--- config.mk ---
export PLATFORM = sky130hd
export DESIGN_NAME = flash_top
export DESIGN_NICKNAME = d
export VERILOG_FILES = /design/src/verilog/flash_pkg.sv /design/src/verilog/flash_reader.sv /design/src/verilog/axi4lite_flash.sv /design/src/verilog/flash_top.sv
export SDC_FILE = /design/constraint.sdc
export NUM_CORES = 1
export LEC_CHECK = 0
export BUFFER_PORTS_ARGS = -buffer_cell sky130_fd_sc_hd__buf_4
export CAP_MARGIN = 10
export CORE_ASPECT_RATIO = 1.2
export CORE_MARGIN = 4
export CORE_UTILIZATION = 46
export DETAILED_ROUTE_END_ITERATION = 10
export PLACE_DENSITY = 0.76
export REMOVE_ABC_BUFFERS = 1
export SLEW_MARGIN = 20
export SYNTH_ARGS = -nofsm -noshare
export SYNTH_HDL_FRONTEND = slang
export SYNTH_SLANG_ARGS = --single-unit
export TNS_END_PERCENT = 20
--- constraint.sdc ---
create_clock -name bus -period 4.6 [get_ports bus]
set_clock_uncertainty 0.15 [all_clocks]
set_input_delay 0.23 -clock bus [delete_from_list [all_inputs] [get_ports bus]]
set_output_delay 0.23 -clock bus [all_outputs]
set_load 0.05 [all_outputs]
--- src/verilog/flash_pkg.sv ---
package flash_pkg;

    // Bus and flash widths
    localparam int ADDR_W = 32;
    localparam int FLASH_ADDR_W = 24;
    localparam int DATA_W = 64;
    localparam int BYTES_PER_READ = DATA_W / 8;

    typedef enum logic [1:0] {
        RESP_OKAY   = 2'b00,
        RESP_SLVERR = 2'b10
    } axil_resp_t;

    // Only the plain single-lane read is supported
    typedef enum logic [7:0] {
        CMD_READ = 8'h03
    } flash_cmd_t;

    typedef enum logic [1:0] {
        ST_IDLE,
        ST_COMMAND,
        ST_DATA
    } reader_state_t;

    // Master to port
    typedef struct packed {
        logic              arvalid;
        logic [ADDR_W-1:0] araddr;
        logic              rready;
        logic              awvalid;
        logic [ADDR_W-1:0] awaddr;
        logic              wvalid;
        logic [DATA_W-1:0] wdata;
        logic [7:0]        wstrb;
        logic              bready;
    } axil_req_t;

    // Port to master
    typedef struct packed {
        logic              arready;
        logic              rvalid;
        logic [DATA_W-1:0] rdata;
        axil_resp_t        rresp;
        logic              awready;
        logic              wready;
        logic              bvalid;
        axil_resp_t        bresp;
    } axil_rsp_t;

endpackage

--- src/verilog/flash_reader.sv ---
`timescale 1ns/1ps

module flash_reader (
    input  logic                            bus,
    input  logic                            rst,

    // Read request from the bus port
    input  logic [flash_pkg::FLASH_ADDR_W-1:0] addr,
    input  logic                            start_read,
    input  logic                            keep_reading,

    // One byte per pulse
    output logic                            data_ready,
    output logic [7:0]                      data,

    // Flash pins
    output logic                            cs,
    output logic                            sclk,
    output logic                            si,
    input  logic                            so,
    output logic                            wp,
    output logic                            hold
);

    flash_pkg::reader_state_t state;

    // Command byte followed by the flash address, sent MSB first
    logic [$bits(flash_pkg::flash_cmd_t)+flash_pkg::FLASH_ADDR_W-1:0] tx_shift;
    logic [7:0] rx_shift;

    // Counts down the bits left in the current word or byte
    logic [4:0] bit_cnt;

    // No write protect or hold in single-lane mode
    assign wp = 1'b1;
    assign hold = 1'b1;

    assign si = tx_shift[$bits(tx_shift)-1];
    assign data = rx_shift;

    // Control state
    always_ff @(posedge bus) begin
        if (rst) begin
            state <= flash_pkg::ST_IDLE;
            cs <= 1'b1;
            sclk <= 1'b0;
            bit_cnt <= '0;
            data_ready <= 1'b0;
        end else begin
            data_ready <= 1'b0;
            case (state)
                flash_pkg::ST_IDLE: begin
                    if (start_read) begin
                        state <= flash_pkg::ST_COMMAND;
                        cs <= 1'b0;
                        bit_cnt <= 5'($bits(tx_shift) - 1);
                    end
                end

                flash_pkg::ST_COMMAND: begin
                    sclk <= !sclk;
                    // Advance on the falling edge, after the flash has sampled si
                    if (sclk) begin
                        if (bit_cnt == '0) begin
                            state <= flash_pkg::ST_DATA;
                            bit_cnt <= 5'd7;
                        end else begin
                            bit_cnt <= bit_cnt - 5'd1;
                        end
                    end
                end

                flash_pkg::ST_DATA: begin
                    sclk <= !sclk;
                    if (!sclk) begin
                        // Last bit of the byte comes in on this rising edge
                        data_ready <= (bit_cnt == '0);
                    end else if (bit_cnt == '0) begin
                        // Byte boundary, either carry on or release the flash
                        if (keep_reading) begin
                            bit_cnt <= 5'd7;
                        end else begin
                            state <= flash_pkg::ST_IDLE;
                            cs <= 1'b1;
                        end
                    end else begin
                        bit_cnt <= bit_cnt - 5'd1;
                    end
                end

                default: begin
                    state <= flash_pkg::ST_IDLE;
                    cs <= 1'b1;
                    sclk <= 1'b0;
                end
            endcase
        end
    end

    // Outgoing shift register, loaded at start and shifted on falling sclk
    always_ff @(posedge bus) begin
        if (state == flash_pkg::ST_IDLE) begin
            if (start_read) begin
                tx_shift <= {flash_pkg::CMD_READ, addr};
            end
        end else if (state == flash_pkg::ST_COMMAND && sclk) begin
            tx_shift <= {tx_shift[$bits(tx_shift)-2:0], 1'b0};
        end
    end

    // so is stable here since the flash only changes it after a falling edge
    always_ff @(posedge bus) begin
        if (state == flash_pkg::ST_DATA && !sclk) begin
            rx_shift <= {rx_shift[6:0], so};
        end
    end

    // The flash must be deselected while the sequencer is idle
    idle_deselects: assert property (
        @(posedge bus) disable iff (rst)
        (state == flash_pkg::ST_IDLE) |-> cs
    );

    start_addr_known: assert property (
        @(posedge bus) disable iff (rst)
        start_read |-> !$isunknown(addr)
    );

endmodule

--- src/verilog/axi4lite_flash.sv ---
`timescale 1ns/1ps

module axi4lite_flash (
    input  logic                               bus,
    input  logic                               rst,

    input  flash_pkg::axil_req_t               req,
    output flash_pkg::axil_rsp_t               rsp,

    // Toward the flash sequencer
    output logic [flash_pkg::FLASH_ADDR_W-1:0] addr,
    output logic                               start_read,
    output logic                               keep_reading,
    input  logic                               data_ready,
    input  logic [7:0]                         data
);

    logic arready;
    logic rvalid;
    logic awready;
    logic wready;
    logic bvalid;

    logic ar_hs;
    logic r_hs;
    logic w_hs;

    // Bytes still to come for the outstanding read
    logic [$clog2(flash_pkg::BYTES_PER_READ+1)-1:0] read_counter;
    logic [flash_pkg::DATA_W-1:0] read_data;
    logic [flash_pkg::DATA_W-1:0] read_merged;

    assign ar_hs = req.arvalid && arready;
    assign r_hs = rvalid && req.rready;
    assign w_hs = req.awvalid && awready && req.wvalid && wready;

    // Reader inputs are combinational so the read starts on the handshake
    assign start_read = ar_hs;
    assign addr = req.araddr[flash_pkg::FLASH_ADDR_W-1:0];
    // More bytes wanted after the one in flight
    assign keep_reading = (read_counter > 1);

    // New byte enters at the top, so the first one ends up least significant
    assign read_merged = {data, read_data[flash_pkg::DATA_W-1:8]};

    always_comb begin
        rsp.arready = arready;
        rsp.rvalid = rvalid;
        rsp.rdata = data_ready ? read_merged : read_data;
        rsp.rresp = flash_pkg::RESP_OKAY;
        rsp.awready = awready;
        rsp.wready = wready;
        rsp.bvalid = bvalid;
        rsp.bresp = flash_pkg::RESP_SLVERR;
    end

    always_ff @(posedge bus) begin
        if (rst) begin
            read_counter <= '0;
        end else if (ar_hs) begin
            read_counter <= $bits(read_counter)'(flash_pkg::BYTES_PER_READ);
        end else if (data_ready) begin
            read_counter <= read_counter - 1'b1;
        end
    end

    always_ff @(posedge bus) begin
        if (data_ready) begin
            read_data <= read_merged;
        end
    end

    // One read at a time, AR closes until the response is taken
    always_ff @(posedge bus) begin
        if (rst) begin
            arready <= 1'b1;
        end else if (ar_hs) begin
            arready <= 1'b0;
        end else if (r_hs) begin
            arready <= 1'b1;
        end
    end

    always_ff @(posedge bus) begin
        if (rst) begin
            rvalid <= 1'b0;
        end else if (r_hs) begin
            rvalid <= 1'b0;
        end else if (data_ready && read_counter == 1) begin
            rvalid <= 1'b1;
        end
    end

    // Writes are never passed to the flash
    always_ff @(posedge bus) begin
        if (rst) begin
            awready <= 1'b0;
            wready <= 1'b0;
            bvalid <= 1'b0;
        end else begin
            // Single-cycle accept pulse, held off while a response is pending
            awready <= req.awvalid && req.wvalid && !awready && !bvalid;
            wready <= req.awvalid && req.wvalid && !wready && !bvalid;
            if (bvalid && req.bready) begin
                bvalid <= 1'b0;
            end else if (w_hs) begin
                bvalid <= 1'b1;
            end
        end
    end

    ar_loads_counter: assert property (
        @(posedge bus) disable iff (rst)
        ar_hs |=> (read_counter != 0)
    );

    // A pending response must not be overwritten by a late byte
    rvalid_no_data: assert property (
        @(posedge bus) disable iff (rst)
        rvalid |=> !data_ready
    );

    bresp_is_error: assert property (
        @(posedge bus) disable iff (rst)
        rsp.bvalid |-> (rsp.bresp == flash_pkg::RESP_SLVERR)
    );

endmodule

--- src/verilog/flash_top.sv ---
`timescale 1ns/1ps

module flash_top (
    input  logic                 bus,
    input  logic                 rst,

    input  flash_pkg::axil_req_t req,
    output flash_pkg::axil_rsp_t rsp,

    // SPI flash pins
    output logic                 cs,
    output logic                 sclk,
    output logic                 si,
    input  logic                 so,
    output logic                 wp,
    output logic                 hold
);

    logic [flash_pkg::FLASH_ADDR_W-1:0] flash_addr;
    logic       start_read;
    logic       keep_reading;
    logic       data_ready;
    logic [7:0] data_byte;

    axi4lite_flash axi4lite_flash_i (
        .bus          (bus),
        .rst          (rst),
        .req          (req),
        .rsp          (rsp),
        .addr         (flash_addr),
        .start_read   (start_read),
        .keep_reading (keep_reading),
        .data_ready   (data_ready),
        .data         (data_byte)
    );

    flash_reader flash_reader_i (
        .bus          (bus),
        .rst          (rst),
        .addr         (flash_addr),
        .start_read   (start_read),
        .keep_reading (keep_reading),
        .data_ready   (data_ready),
        .data         (data_byte),
        .cs           (cs),
        .sclk         (sclk),
        .si           (si),
        .so           (so),
        .wp           (wp),
        .hold         (hold)
    );

endmodule

==> run metrics <==
status=complete, no violations; Worst EP arrival=2.47 ns; FF+latch area=2860 um^2; vias in the first global route=3174; Synth cell types=46; reg2reg path depth=7; Leakage=0.00271 uW; total track usage=16.1%; clk sinks=123; Setup-failing EPs final=0; diodes inserted=0; DRT antenna net count=0; first-pass GRT wire length=15200 um; Crit Path Max Fanout=47; power per cell area=571 nW/um^2; Fill cells=766; Int Pwr=2490 uW; drt first pass iters=4; Clk network pwr share=33.5%; H-tree depth=4; FFs w/ async S/R, synth=0%; WHS Path Cells=4; largest net degree at the start of global routing=48; max_slew headroom=30.0%; Seq cells post-synth=123; WL final=9240 um; clock tree from TritonCTS=done; Placer Congestion=0.810; row cnt=40; Core Box Area=10000 um^2; Hold EP=axi4lite_flash_i.bvalid; setup_tns=0 ns; FF-to-FF Start=flash_reader_i.state[0]; Syn. warnings=0; fin crit period=2.85 ns; fmax=351 MHz; Post-synth EDFFs=40; unrepaired setup endpoints after global routing=no; area of the multi-input gates=1690 um^2; hpwl dp=5970 um; GRT overflow=0; top-area cell type share of the netlist area=35.2%; area leader, netlist=dfxtp_1; most frequent cell after synthesis=mux2_2; clk_lat worst skew=0.40 ns; HP Start=req[106]; Die ar.=12000 um^2; critical path class=flop to primary output; switching share of power=32.1%; Synth area leaders=dfxtp_1 (35%), edfxtp_1 (25%), mux2_2 (21%); Cells after Synth=342; flop2flop setup slack=2.37 ns; Reg clk slew, reported paths=0.06 ns; Hold Path Class=primary input to flop; die span in y=119 um; initial antenna violation count=0; Final period util=62.0%; CP endpoint kind=primary output; max-slew violation count=0; routed wire length per instance=15.0 um; sequential power share=39.4%; critical path launch point type=flop; synth cell count leaders=mux2_2 (88), dfxtp_1 (83), edfxtp_1 (40); max-capacitance violation count=0; Syn-to-layout area delta=36.0%; total CTS buffers=17; via/cell ratio=5.00; share of layout cells above drive strength 1=48.8%; Initial Utilization=47.2%; mean area per synthesized cell=13.8 um^2; Clock Path Buffers=2; synthesized area=4720 um^2; setup ws final=1.75 ns; Seq/Total Area, Yosys=60.6%; DRC errors left=0; dpl ws=2.13 ns; I/O Pins=222; r2r endpoint=flash_reader_i.state[1]; Final #Nets=628; Root Driver=clkbuf_16; # port buffers=103; DR vias=3081; drt initial violations=79; Synth Flop Type=dfxtp_1; Hold Vio Cnt, Final=0; Logic pwr share=27.0%; P_sw=1180 uW; Peak VDD IR=328 uV; worst path required time=4.22 ns; Die X=100 um; actual slew at the worst max-slew pin=1.05 ns
layout make-up:
class	count	share of cell area, %
repair buffers	138	17.4
well taps	126	2.45
multi-input cells	188	26.4
clock buffers	18	7.01
flip-flops and latches	123	44.6
inverters	9	0.526
clock inverters	14	1.68
metal layers:
layer | GRT usage [%] | part of all wire (%)
met1 | 18.0 | 39
met3 | 5.10 | 4.0
met2 | 28.2 | 56
met4 | 6.07 | 1.0
met5 | 0 | 0
sequential cells by signal, summed over array words and instances (netlist names), 2 cells and up:
| name | cells |
|---|---|
| axi4lite_flash_i.read_counter | 4 |
| flash_reader_i.state | 2 |
| flash_reader_i.tx_shift | 32 |
| axi4lite_flash_i.read_data | 64 |
| flash_reader_i.bit_cnt | 5 |
| flash_reader_i.data | 8 |
cells in the final DEF (no fill, tap or decap), types with 3 or more instances in the layout:
| cell | n |
|---|---|
| inv_6 | 6 |
| nand4_1 | 3 |
| a21oi_1 | 7 |
| inv_1 | 8 |
| buf_4 | 106 |
| edfxtp_1 | 40 |
| or2_2 | 3 |
| clkbuf_16 | 18 |
| dlygate4sd3_1 | 32 |
| nand2b_1 | 3 |
| o21ai_0 | 3 |
| nor3_1 | 3 |
| mux2_2 | 88 |
| ha_1 | 7 |
| nor2b_1 | 9 |
| dfxtp_1 | 82 |
| nand2_1 | 11 |
| a41oi_1 | 3 |
| conb_1 | 6 |
| and2_1 | 3 |
| nor2_1 | 8 |
cells by family (layout without fill, tap and decap cells):
| family | Yosys count | count (layout) | synth area share [%] |
|---|---|---|---|
| AOI/OAI and AO/OA | 27 | 27 | 4.43 |
| and+or+nand+nor | 56 | 56 | 7.26 |
| other | 2 | 6 | 0.159 |
| DFF | 123 | 123 | 60.6 |
| xor gates and xnor gates | 3 | 3 | 0.557 |
| muxes | 89 | 89 | 21.2 |
| buffers and inverters | 35 | 179 | 3.90 |
| adders and majority gates | 7 | 7 | 1.86 |
power by group through the flow:
stage	clock, uW	sequential, uW	combinational [uW]
after floorplan	0	1480	706
after global placement	0	1460	947
after detailed placement	0	1470	972
after CTS	1260	1450	999
after global routing	1310	1470	1070
final	1230	1440	991
per-stage QoR:
step	power (uW)	instances	hold WS, ns	util [%]	cell area [um^2]
finish	3670	616	0.0834	64.2	6420
global route	3840	616	0.103	64.2	6420
CTS	3700	616	0.0576	64.2	6420
detailed placement	2440	552	0.261	55.4	5540
global placement	2400	552	0.258	55.4	5540
floorplan	2190	320	0.145	-	4590
worst max path at each step:
stage | startpoint | endpoint | slack (ns) | cells past startpoint
5_1_grt | flash_reader_i.data_ready | rsp[16] | 1.59 | 3
6_report | flash_reader_i.data_ready | rsp[16] | 1.75 | 3
3_3_place_gp | flash_reader_i.data_ready | rsp[32] | 2.17 | 3
4_1_cts | flash_reader_i.data_ready | rsp[16] | 1.70 | 3
3_5_place_dp | flash_reader_i.data_ready | rsp[16] | 2.13 | 3
2_1_floorplan | flash_reader_i.state[0] | flash_reader_i.tx_shift[0] | 0.52 | 3
critical path: stages (launching register included):
cell and delay [ns]:
dfxtp_2 1.02, buf_4 0.44, mux2_2 0.40, buf_4 0.20
what timing repair did:
action	4_1_cts	5_1_grt
resized for setup	0	0
endpoints found under the hold margin	36	0
hold buffers	32	0
buffers inserted	0	0
(Power assumes the default switching activity.)
